### src/verilog/ooo_defs.svh
`ifndef OOO_DEFS_SVH
`define OOO_DEFS_SVH

// Data path width.
`define XLEN 32

// Architectural register file.
`define NUM_REGS 32
`define REG_W 5

// Reservation station size.
`define RS_ENTRIES 8

// Producer tags.
// Tag 0 means the value is present.
// Tag k names station entry k-1.
`define TAG_W 4

`endif

### src/verilog/ooo_pkg.sv
`default_nettype none

package ooo_pkg;

    // Register-register layout, also used for shifts and LUI.
    typedef struct packed {
        logic [6:0] funct7;
        logic [4:0] rs2;
        logic [4:0] rs1;
        logic [2:0] funct3;
        logic [4:0] rd;
        logic [6:0] opcode;
    } r_view_t;

    // Register-immediate layout.
    typedef struct packed {
        logic [11:0] imm12;
        logic [4:0]  rs1;
        logic [2:0]  funct3;
        logic [4:0]  rd;
        logic [6:0]  opcode;
    } i_view_t;

    typedef union packed {
        r_view_t r;
        i_view_t i;
    } insn_word_t;

    typedef enum logic [3:0] {
        ADD    = 4'd0,
        SUB    = 4'd1,
        AND    = 4'd2,
        OR     = 4'd3,
        XOR    = 4'd4,
        SLL    = 4'd5,
        SRL    = 4'd6,
        SRA    = 4'd7,
        SLT    = 4'd8,
        SLTU   = 4'd9,
        PASS_B = 4'd10  // LUI.
    } alu_op_t;

endpackage

`default_nettype wire

### src/verilog/insn_decode.sv
`default_nettype none

`include "ooo_defs.svh"

module insn_decode (
    input  wire ooo_pkg::insn_word_t insn,
    output logic                     legal,
    output ooo_pkg::alu_op_t         alu_op,
    output logic [`REG_W-1:0]        rd,
    output logic [`REG_W-1:0]        rs1,
    output logic [`REG_W-1:0]        rs2,
    output logic                     use_imm,
    output logic [`XLEN-1:0]         imm
);

    localparam logic [6:0] OPC_OP     = 7'b0110011;
    localparam logic [6:0] OPC_OP_IMM = 7'b0010011;
    localparam logic [6:0] OPC_LUI    = 7'b0110111;

    logic [`XLEN-1:0] imm_i;
    logic [`XLEN-1:0] imm_u;
    logic [`XLEN-1:0] imm_sh;
    logic             is_shift;
    ooo_pkg::alu_op_t f3_op;

    assign imm_i    = {{(`XLEN-12){insn.i.imm12[11]}}, insn.i.imm12};
    assign imm_u    = {insn.r.funct7, insn.r.rs2, insn.r.rs1, insn.r.funct3, 12'b0};
    assign imm_sh   = {{(`XLEN-5){1'b0}}, insn.r.rs2};  // Shamt sits in the rs2 field.
    assign is_shift = insn.r.funct3 == 3'b001 || insn.r.funct3 == 3'b101;

    // Same funct3 map for OP and OP-IMM; bit 30 picks SUB only for OP.
    always_comb begin
        case (insn.r.funct3)
            3'b000:  f3_op = (insn.r.opcode == OPC_OP && insn.r.funct7[5]) ?
                             ooo_pkg::SUB : ooo_pkg::ADD;
            3'b001:  f3_op = ooo_pkg::SLL;
            3'b010:  f3_op = ooo_pkg::SLT;
            3'b011:  f3_op = ooo_pkg::SLTU;
            3'b100:  f3_op = ooo_pkg::XOR;
            3'b101:  f3_op = insn.r.funct7[5] ? ooo_pkg::SRA : ooo_pkg::SRL;
            3'b110:  f3_op = ooo_pkg::OR;
            default: f3_op = ooo_pkg::AND;
        endcase
    end

    always_comb begin
        legal   = 1'b0;
        alu_op  = f3_op;
        use_imm = 1'b0;
        imm     = imm_i;
        rd      = insn.r.rd;
        rs1     = insn.r.rs1;
        rs2     = insn.r.rs2;
        case (insn.r.opcode)
            OPC_OP: begin
                legal = 1'b1;
            end
            OPC_OP_IMM: begin
                legal   = 1'b1;
                use_imm = 1'b1;
                rs2     = '0;
                if (is_shift) imm = imm_sh;
            end
            OPC_LUI: begin
                legal   = 1'b1;
                alu_op  = ooo_pkg::PASS_B;
                use_imm = 1'b1;
                imm     = imm_u;
                rs1     = '0;  // Reads x0.
                rs2     = '0;
            end
            default: ;  // Dropped at dispatch.
        endcase
    end

endmodule

`default_nettype wire

### src/verilog/rename_regfile.sv
`default_nettype none

`include "ooo_defs.svh"

module rename_regfile (
    input  wire logic              clk,
    input  wire logic              rst_n,
    input  wire logic [`REG_W-1:0] rs1,
    input  wire logic [`REG_W-1:0] rs2,
    input  wire logic [`REG_W-1:0] rd,
    input  wire logic              alloc,
    input  wire logic [`TAG_W-1:0] alloc_tag,
    output logic [`TAG_W-1:0]      rs1_tag,
    output logic [`TAG_W-1:0]      rs2_tag,
    output logic [`XLEN-1:0]       rs1_data,
    output logic [`XLEN-1:0]       rs2_data,
    input  wire logic              cdb_fire,
    input  wire logic [`TAG_W-1:0] cdb_tag,
    input  wire logic [`REG_W-1:0] cdb_rd,
    input  wire logic [`XLEN-1:0]  cdb_data
);

    logic [`XLEN-1:0]  regs [`NUM_REGS];
    logic [`TAG_W-1:0] tags [`NUM_REGS];

    logic rs1_hit;
    logic rs2_hit;
    logic wb_match;

    // Same-cycle bypass from the broadcast.
    assign rs1_hit = cdb_fire && tags[rs1] != '0 && tags[rs1] == cdb_tag;
    assign rs2_hit = cdb_fire && tags[rs2] != '0 && tags[rs2] == cdb_tag;

    assign rs1_tag  = rs1_hit ? '0 : tags[rs1];
    assign rs2_tag  = rs2_hit ? '0 : tags[rs2];
    assign rs1_data = rs1_hit ? cdb_data : regs[rs1];
    assign rs2_data = rs2_hit ? cdb_data : regs[rs2];

    // A stale producer must not overwrite a newer value.
    assign wb_match = cdb_fire && cdb_rd != '0 && tags[cdb_rd] == cdb_tag;

    always_ff @(posedge clk or negedge rst_n) begin
        if (!rst_n) begin
            for (int k = 0; k < `NUM_REGS; k++) begin
                regs[k] <= '0;
                tags[k] <= '0;
            end
        end else begin
            if (wb_match) begin
                regs[cdb_rd] <= cdb_data;
                tags[cdb_rd] <= '0;
            end
            // New producer wins over a same-edge writeback.
            if (alloc && rd != '0) begin
                tags[rd] <= alloc_tag;
            end
        end
    end

endmodule

`default_nettype wire

### src/verilog/reservation_station.sv
`default_nettype none

`include "ooo_defs.svh"

module reservation_station (
    input  wire logic              clk,
    input  wire logic              rst_n,
    input  wire logic              alloc,
    output logic [`TAG_W-1:0]      alloc_tag,
    output logic                   has_free,
    input  wire ooo_pkg::alu_op_t  alu_op,
    input  wire logic [`REG_W-1:0] rd,
    input  wire logic [`TAG_W-1:0] src1_tag,
    input  wire logic [`TAG_W-1:0] src2_tag,
    input  wire logic [`XLEN-1:0]  src1_data,
    input  wire logic [`XLEN-1:0]  src2_data,
    input  wire logic              use_imm,
    input  wire logic [`XLEN-1:0]  imm,
    input  wire logic              cdb_fire,
    input  wire logic [`TAG_W-1:0] cdb_tag,
    input  wire logic [`XLEN-1:0]  cdb_data,
    output logic                   issue_valid,
    input  wire logic              issue_ready,
    output ooo_pkg::alu_op_t       issue_op,
    output logic [`TAG_W-1:0]      issue_tag,
    output logic [`REG_W-1:0]      issue_rd,
    output logic [`XLEN-1:0]       issue_a,
    output logic [`XLEN-1:0]       issue_b
);

    localparam int IDX_W = $clog2(`RS_ENTRIES);

    logic [`RS_ENTRIES-1:0] occupied;
    logic [`RS_ENTRIES-1:0] issued;
    logic [`RS_ENTRIES-1:0] ready;
    logic [`RS_ENTRIES-1:0] wake1;
    logic [`RS_ENTRIES-1:0] wake2;
    logic [`RS_ENTRIES-1:0] retire;
    logic [`RS_ENTRIES-1:0] stale_issue;

    logic [`TAG_W-1:0] tag1  [`RS_ENTRIES];
    logic [`TAG_W-1:0] tag2  [`RS_ENTRIES];
    logic [`XLEN-1:0]  opnd1 [`RS_ENTRIES];
    logic [`XLEN-1:0]  opnd2 [`RS_ENTRIES];
    logic [`REG_W-1:0] rd_q  [`RS_ENTRIES];
    ooo_pkg::alu_op_t  op_q  [`RS_ENTRIES];

    logic [IDX_W-1:0] free_idx;
    logic [IDX_W-1:0] sel_idx;
    logic             issue_fire;

    always_comb begin
        for (int k = 0; k < `RS_ENTRIES; k++) begin
            ready[k]  = occupied[k] && !issued[k] && tag1[k] == '0 && tag2[k] == '0;
            wake1[k]  = cdb_fire && occupied[k] && tag1[k] != '0 && tag1[k] == cdb_tag;
            wake2[k]  = cdb_fire && occupied[k] && tag2[k] != '0 && tag2[k] == cdb_tag;
            retire[k] = cdb_fire && cdb_tag == `TAG_W'(k + 1);  // Own result broadcast.
            stale_issue[k] = issued[k] && (tag1[k] != '0 || tag2[k] != '0);
        end
    end

    // Lowest index wins for both allocation and issue.
    always_comb begin
        free_idx    = '0;
        has_free    = 1'b0;
        sel_idx     = '0;
        issue_valid = 1'b0;
        for (int k = `RS_ENTRIES - 1; k >= 0; k--) begin
            if (!occupied[k]) begin
                free_idx = IDX_W'(k);
                has_free = 1'b1;
            end
            if (ready[k]) begin
                sel_idx     = IDX_W'(k);
                issue_valid = 1'b1;
            end
        end
    end

    assign alloc_tag  = `TAG_W'(free_idx) + `TAG_W'(1);
    assign issue_tag  = `TAG_W'(sel_idx) + `TAG_W'(1);
    assign issue_op   = op_q[sel_idx];
    assign issue_rd   = rd_q[sel_idx];
    assign issue_a    = opnd1[sel_idx];
    assign issue_b    = opnd2[sel_idx];
    assign issue_fire = issue_valid && issue_ready;

    always_ff @(posedge clk or negedge rst_n) begin
        if (!rst_n) begin
            occupied <= '0;
            issued   <= '0;
            for (int k = 0; k < `RS_ENTRIES; k++) begin
                tag1[k] <= '0;
                tag2[k] <= '0;
            end
        end else begin
            for (int k = 0; k < `RS_ENTRIES; k++) begin
                if (retire[k]) begin
                    occupied[k] <= 1'b0;
                    issued[k]   <= 1'b0;
                end
                if (wake1[k]) tag1[k] <= '0;
                if (wake2[k]) tag2[k] <= '0;
                if (issue_fire && sel_idx == IDX_W'(k)) issued[k] <= 1'b1;
                if (alloc && free_idx == IDX_W'(k)) begin
                    occupied[k] <= 1'b1;
                    issued[k]   <= 1'b0;
                    tag1[k]     <= src1_tag;
                    tag2[k]     <= use_imm ? '0 : src2_tag;  // Immediate is present.
                end
            end
        end
    end

    always_ff @(posedge clk) begin
        for (int k = 0; k < `RS_ENTRIES; k++) begin
            if (wake1[k]) opnd1[k] <= cdb_data;
            if (wake2[k]) opnd2[k] <= cdb_data;
            if (alloc && free_idx == IDX_W'(k)) begin
                opnd1[k] <= src1_data;
                opnd2[k] <= use_imm ? imm : src2_data;
                op_q[k]  <= alu_op;
                rd_q[k]  <= rd;
            end
        end
    end

    a_no_alloc_full: assert property (@(posedge clk) disable iff (!rst_n)
        alloc |-> has_free)
        else $error("Allocation while the station is full.");

    // Wakeup must have finished before an entry went to the ALU.
    a_issued_ready: assert property (@(posedge clk) disable iff (!rst_n)
        stale_issue == '0)
        else $error("Issued entry still waits on a tag.");

endmodule

`default_nettype wire

### src/verilog/int_alu.sv
`default_nettype none

`include "ooo_defs.svh"

module int_alu (
    input  wire logic              clk,
    input  wire logic              rst_n,
    input  wire logic              issue_valid,
    output logic                   issue_ready,
    input  wire ooo_pkg::alu_op_t  issue_op,
    input  wire logic [`TAG_W-1:0] issue_tag,
    input  wire logic [`REG_W-1:0] issue_rd,
    input  wire logic [`XLEN-1:0]  issue_a,
    input  wire logic [`XLEN-1:0]  issue_b,
    output logic                   cdb_valid,
    output logic [`TAG_W-1:0]      cdb_tag,
    output logic [`REG_W-1:0]      cdb_rd,
    output logic [`XLEN-1:0]       cdb_data,
    input  wire logic              result_ready
);

    logic [`XLEN-1:0] alu_out;
    logic [4:0]       shamt;
    logic             take;

    assign shamt       = issue_b[4:0];
    assign issue_ready = !cdb_valid || result_ready;  // Empty or draining.
    assign take        = issue_valid && issue_ready;

    always_comb begin
        case (issue_op)
            ooo_pkg::ADD:    alu_out = issue_a + issue_b;
            ooo_pkg::SUB:    alu_out = issue_a - issue_b;
            ooo_pkg::AND:    alu_out = issue_a & issue_b;
            ooo_pkg::OR:     alu_out = issue_a | issue_b;
            ooo_pkg::XOR:    alu_out = issue_a ^ issue_b;
            ooo_pkg::SLL:    alu_out = issue_a << shamt;
            ooo_pkg::SRL:    alu_out = issue_a >> shamt;
            ooo_pkg::SRA:    alu_out = $signed(issue_a) >>> shamt;
            ooo_pkg::SLT:    alu_out = {{(`XLEN-1){1'b0}}, $signed(issue_a) < $signed(issue_b)};
            ooo_pkg::SLTU:   alu_out = {{(`XLEN-1){1'b0}}, issue_a < issue_b};
            ooo_pkg::PASS_B: alu_out = issue_b;
            default:         alu_out = '0;
        endcase
    end

    always_ff @(posedge clk or negedge rst_n) begin
        if (!rst_n) begin
            cdb_valid <= 1'b0;
        end else if (take) begin
            cdb_valid <= 1'b1;
        end else if (result_ready) begin
            cdb_valid <= 1'b0;
        end
    end

    always_ff @(posedge clk) begin
        if (take) begin
            cdb_tag  <= issue_tag;
            cdb_rd   <= issue_rd;
            cdb_data <= alu_out;
        end
    end

    a_stall_hold: assert property (@(posedge clk) disable iff (!rst_n)
        cdb_valid && !result_ready |=> cdb_valid && $stable(cdb_tag) &&
        $stable(cdb_rd) && $stable(cdb_data))
        else $error("Result changed while stalled.");

endmodule

`default_nettype wire

### src/verilog/ooo_core.sv
`default_nettype none

`include "ooo_defs.svh"

module ooo_core (
    input  wire logic              clk,
    input  wire logic              rst_n,
    input  wire logic              insn_valid,
    input  wire logic [31:0]       insn,
    output logic                   insn_ready,
    output logic                   result_valid,
    output logic [`REG_W-1:0]      result_rd,
    output logic [`XLEN-1:0]       result_data,
    input  wire logic              result_ready
);

    logic              legal;
    logic              use_imm;
    logic              alloc;
    logic              has_free;
    logic              cdb_fire;
    logic              cdb_valid;
    logic              issue_valid;
    logic              issue_ready;
    ooo_pkg::alu_op_t  dec_op;
    ooo_pkg::alu_op_t  issue_op;
    logic [`REG_W-1:0] dec_rd, dec_rs1, dec_rs2;
    logic [`REG_W-1:0] issue_rd, cdb_rd;
    logic [`XLEN-1:0]  dec_imm, rs1_data, rs2_data;
    logic [`XLEN-1:0]  issue_a, issue_b, cdb_data;
    logic [`TAG_W-1:0] alloc_tag, rs1_tag, rs2_tag;
    logic [`TAG_W-1:0] issue_tag, cdb_tag;

    assign alloc      = insn_valid && has_free && legal;  // Illegal words just drain.
    assign insn_ready = has_free;
    assign cdb_fire   = cdb_valid && result_ready;

    // The broadcast bus is the result port.
    assign result_valid = cdb_valid;
    assign result_rd    = cdb_rd;
    assign result_data  = cdb_data;

    insn_decode insn_decode_i (
        .insn(insn), .legal(legal), .alu_op(dec_op), .rd(dec_rd),
        .rs1(dec_rs1), .rs2(dec_rs2), .use_imm(use_imm), .imm(dec_imm)
    );

    rename_regfile rename_regfile_i (
        .clk(clk), .rst_n(rst_n), .rs1(dec_rs1), .rs2(dec_rs2), .rd(dec_rd),
        .alloc(alloc), .alloc_tag(alloc_tag), .rs1_tag(rs1_tag), .rs2_tag(rs2_tag),
        .rs1_data(rs1_data), .rs2_data(rs2_data), .cdb_fire(cdb_fire),
        .cdb_tag(cdb_tag), .cdb_rd(cdb_rd), .cdb_data(cdb_data)
    );

    reservation_station reservation_station_i (
        .clk(clk), .rst_n(rst_n), .alloc(alloc), .alloc_tag(alloc_tag),
        .has_free(has_free), .alu_op(dec_op), .rd(dec_rd),
        .src1_tag(rs1_tag), .src2_tag(rs2_tag), .src1_data(rs1_data),
        .src2_data(rs2_data), .use_imm(use_imm), .imm(dec_imm),
        .cdb_fire(cdb_fire), .cdb_tag(cdb_tag), .cdb_data(cdb_data),
        .issue_valid(issue_valid), .issue_ready(issue_ready), .issue_op(issue_op),
        .issue_tag(issue_tag), .issue_rd(issue_rd), .issue_a(issue_a), .issue_b(issue_b)
    );

    int_alu int_alu_i (
        .clk(clk), .rst_n(rst_n), .issue_valid(issue_valid), .issue_ready(issue_ready),
        .issue_op(issue_op), .issue_tag(issue_tag), .issue_rd(issue_rd),
        .issue_a(issue_a), .issue_b(issue_b), .cdb_valid(cdb_valid),
        .cdb_tag(cdb_tag), .cdb_rd(cdb_rd), .cdb_data(cdb_data),
        .result_ready(result_ready)
    );

endmodule

`default_nettype wire

### config.mk
export PLATFORM = sky130hd
export DESIGN_NAME = ooo_core
export DESIGN_NICKNAME = d
export VERILOG_FILES = /design/src/verilog/ooo_pkg.sv /design/src/verilog/insn_decode.sv /design/src/verilog/rename_regfile.sv /design/src/verilog/reservation_station.sv /design/src/verilog/int_alu.sv /design/src/verilog/ooo_core.sv
export VERILOG_INCLUDE_DIRS = /design/src /design/src/verilog
export SDC_FILE = /design/constraint.sdc
export NUM_CORES = 2
export LEC_CHECK = 0
export BUFFER_PORTS_ARGS = -buffer_cell sky130_fd_sc_hd__buf_2
export CORE_MARGIN = 10
export CORE_UTILIZATION = 39
export CTS_CLUSTER_DIAMETER = 50
export DETAILED_ROUTE_END_ITERATION = 6
export PLACE_DENSITY_LB_ADDON = 0.05
export SLEW_MARGIN = 25
export SYNTH_ARGS = -nofsm -noshare
export SYNTH_HDL_FRONTEND = slang
export SYNTH_HIERARCHICAL = 1
export SYNTH_SLANG_ARGS = --single-unit
### constraint.sdc
create_clock -name clk -period 8.2 [get_ports clk]
set_input_delay 0.82 -clock clk [delete_from_list [all_inputs] [get_ports clk]]
set_output_delay 0.82 -clock clk [all_outputs]
set_load 0.02 [all_outputs]
==> flow_metrics.env <==
export IMPL_status="finished clean"
export IMPL_synth_top_family_by_area="multiplexers"
export IMPL_layout_setup_ws_ns=1.350
export IMPL_wl_per_cell_um=34.35
export IMPL_fp_dieArea_um2=299800
export IMPL_wl_um=428600
export IMPL_drive_gt1_share_pct=33.02
export IMPL_sw_frac_of_total_pct=30.82
export IMPL_first_global_vias=78630
export IMPL_hpwlAfterDp_um=266900
export IMPL_cap_violations=0
export IMPL_synth_seq_area_share_pct=45.73
export IMPL_root_buffer="clkbuf_16"
export IMPL_routed_via_count=78230
export IMPL_yosys_warnings=6
export IMPL_synth_top_cell_area_share_pct=28.43
export IMPL_synth_fp_nets=8899
export IMPL_worst_pin_slew_ns=1.112
export IMPL_leakagePower_nw=50.80
export IMPL_fillers=25340
export IMPL_finalCritPeriodShare_pct=83.54
export IMPL_netlist_area_um2=108500
export IMPL_synth_compound_area_share_pct=9.588
export IMPL_start_util_pct=39.21
export IMPL_crit_required_ns=8.76
export IMPL_path_buf_inv=3
export IMPL_setup_tns_ns=0
export IMPL_clock_latency_ns=0.90
export IMPL_cts_setup_buffers=0
export IMPL_synth_area_top_cells="dfrtp_1 28%, edfxtp_1 17%, mux4_2 15%"
export IMPL_overflow=0
export IMPL_fin_crit_ns=6.850
export IMPL_ys_async_sr_fraction_pct=66.36
export IMPL_worst_path_max_fanout=29
export IMPL_slew_headroom_pct=25.66
export IMPL_critPathKind="reg -> reg"
export IMPL_core_rowCount=193
export IMPL_critical_path_top_delay_family="simple AND/OR/NAND/NOR gates"
export IMPL_port_buffer_count=74
export IMPL_synth_xor_area_share_pct=0.6699
export IMPL_area_growth_pct=12.73
export IMPL_grt_max_degree=159
export IMPL_hold_viol_final=0
export IMPL_clockPowerShare_pct=44.9
export IMPL_synth_fa_ha_area_share_pct=1.294
export IMPL_design_core_area_um2=276700
export IMPL_htree_levels=5
export IMPL_cp_slowest_cell="nor4_1"
export IMPL_cts_max_path_buffers=4
export IMPL_die_w_um=547.5
export IMPL_hold_class="in -> reg"
export IMPL_synth_common_cells="1233 x dfrtp_1, 1191 x nand2_1, 1035 x mux2_2, 729 x mux4_2, 625 x edfxtp_1"
export IMPL_finClkSkew_ns=0.04781
export IMPL_synth_edff_count=625
export IMPL_preCtsSetupSlack_ns=0.9214
export IMPL_p_seq_share_pct=36.2
export IMPL_syn_area_per_cell_um2=12.40
export IMPL_yosysTopAreaCell="dfrtp_1"
export IMPL_ant_nets=0
export IMPL_combPwrFrac_pct=18.9
export IMPL_slowest_delay_ns=0.62
export IMPL_die_y_um=547.5
export IMPL_via_per_inst=6.269
export IMPL_path_common_cell="nand3_1"
export IMPL_ys_types=111
export IMPL_drt_iter0_markers=8197
export IMPL_cts_sinks=1858
export IMPL_grt_pass1_wl_um=605700
export IMPL_p_switching_mw=8.565
export IMPL_setup_viol=0
export IMPL_drcViolationCount=0
export IMPL_rsz0062_at_grt="no"
export IMPL_p_per_area_nw_per_um2=227.2
export IMPL_synth_area_mux_share_pct=29.74
export IMPL_ir_worst_vdd_mv=0.1445
export IMPL_nets=8678
export IMPL_post_synth_top_count_cell="dfrtp_1"
export IMPL_grt_util_all_layers_pct=27.62
export IMPL_cts_tree="built"
export IMPL_start_kind="register"
export IMPL_end_kind="register"
export IMPL_finalMaxSlewViolations=0
export IMPL_synth_flop_cell="dfrtp_1"
export IMPL_crit_arrival_ns=7.41
export IMPL_fmax_ghz=0.1460
export IMPL_syn_inst=8752
export IMPL_synth_simple_area_share_pct=8.455
export IMPL_place_gp_congestion=0.9559
export IMPL_internal_power_mw=19.23
export IMPL_ys_ff_latch=1858
export IMPL_first_pass_iters=6
export IMPL_numCtsBuffers=285
export IMPL_antenna_found_initial=20
export IMPL_cts_reportedPaths_clkPinSlew_ns=0.05
export IMPL_io_pins=75
export IMPL_path_cells="nor4_1, nand3_1, nor2_4, a21o_4, buf_4, a211oi_1, a211oi_2, inv_1, ha_1, nor4_1, nor4bb_1, nand3_1, nand3_1, nand2_1, a2111oi_0, buf_4, o21ai_0"
[kinds of logic after synthesis]
kind of cell / after synthesis
xor gates and xnor gates: 83
and+or+nand+nor: 1948
AOI/OAI and AO/OA: 1481
DFF: 1858
adders and majority gates: 111
buffers and inverters: 1126
muxes: 2145
[metrics by stage]
stage / area, um2 / instances / power [mW] / hold WS, ns / util [%]
finish: 122300 / 12480 / 27.79 / 0.3581 / 44.21
global route: 122300 / 12470 / 28.79 / 0.3501 / 44.20
CTS: 122300 / 12460 / 27.97 / 0.2918 / 44.18
detailed placement: 112600 / 11950 / 15.38 / 0.3833 / 40.70
global placement: 112600 / 11950 / 15.38 / 0.3766 / 40.69
floorplan: 108500 / 8752 / 13.35 / 0.4413 / -
[area by class of cell]
cell class / count / area, um2 / area share, %
clock buffer: 363 / 7865 / 6.429
antenna: 21 / 52.55 / 0.04295
timing repair buffer: 397 / 3237 / 2.646
inverter: 221 / 843.3 / 0.6893
clock inverter: 146 / 1759 / 1.438
sequential: 1858 / 49620 / 40.56
tap: 3705 / 4636 / 3.789
multi-input combinational: 5768 / 54320 / 44.40
[power groups by stage]
stage          clock network [mW]  registers, mW  logic (mW)
6_report                     12.5           10.1        5.25
5_1_grt                      13.1           10.1        5.57
4_1_cts                      12.7           10.1        5.17
3_5_place_dp                    0           10.2        5.15
3_3_place_gp                    0           10.2        5.15
2_1_floorplan                   0           10.2        3.12
[repair_timing]
item                                   in CTS  in global routing
hold buffers                                1                  0
endpoints found under the hold margin      60                  0
gates resized for setup                     0                  0
[worst reg2reg max path: cells and delay by family (launching register included)]
family                   cells  cell delay, ns
AND/OR/NAND/NOR              8            3.11
flip-flops                   1            0.41
buffers and inverters        3            0.66
AO/OA/AOI/OAI                5            1.81
adder cells (fa/ha/maj)      1            0.54
[layer usage]
metal  share of wire, %  vias to the layer above  GRT usage, %  wire length, um
li1                   -                    32820             -                -
met1                 42                    41400         37.36           179700
met2                 46                     3214         43.88           197900
met3                7.1                      795         5.249            30490
met4                4.8                        2         11.05            20500
met5             0.0047                        -             0               20
[final timing paths]
path / slack, ns / cells after the start / endpoint / startpoint
min in group asynchronous: 0.55 / 2 / rename_regfile_i/regs[440]$_DFFE_PN0P_ / rst_n
worst max-delay path: 1.35 / 17 / int_alu_i/cdb_data[0]$_SDFFCE_PN0P_ / reservation_station_i/tag2[24]$_DFFE_PN0P_
worst max register to register: 1.35 / 17 / int_alu_i/cdb_data[0]$_SDFFCE_PN0P_ / reservation_station_i/tag2[24]$_DFFE_PN0P_
worst min register to register: 0.39 / 0 / rename_regfile_i/regs[999]$_DFFE_PN0P_ / rename_regfile_i/regs[999]$_DFFE_PN0P_
max in group asynchronous: 5.40 / 4 / rename_regfile_i/regs[518]$_DFFE_PN0P_ / rst_n
worst min-delay path: 0.36 / 1 / reservation_station_i/rd_q[0][0]$_DFFE_PP_ / insn[7]
[registers in the layout (all words and copies together) (netlist names)]
signal,cells
rename_regfile_i/regs,1024
reservation_station_i/opnd1,256
reservation_station_i/opnd2,256
rename_regfile_i/tags,128
reservation_station_i/rd_q,40
int_alu_i/cdb_data,32
reservation_station_i/op_q,32
reservation_station_i/tag1,32
reservation_station_i/tag2,32
reservation_station_i/issued,8
reservation_station_i/occupied,8
int_alu_i/cdb_rd,5
int_alu_i/cdb_tag,4
int_alu_i/cdb_valid,1
[layout by cell type, fill, tap and decap left out, types with 44 or more instances in the layout]
cell	instances
a211oi_1	173
a21oi_1	191
mux4_2	729
buf_4	286
a22o_1	87
or4_1	74
nand3_1	67
inv_1	191
nor2b_1	44
nor3_1	61
a211o_1	79
dfrtp_1	1233
clkbuf_16	293
mux2_1	62
mux2i_1	258
a22oi_1	65
nand4_1	84
o2111ai_1	84
mux2_4	52
mux2_2	1035
nor2_1	199
a211oi_2	68
buf_2	73
ha_1	109
edfxtp_1	625
nand2_1	1189
o21ai_0	460
No activity file was read; power rests on OpenSTA's default activity.
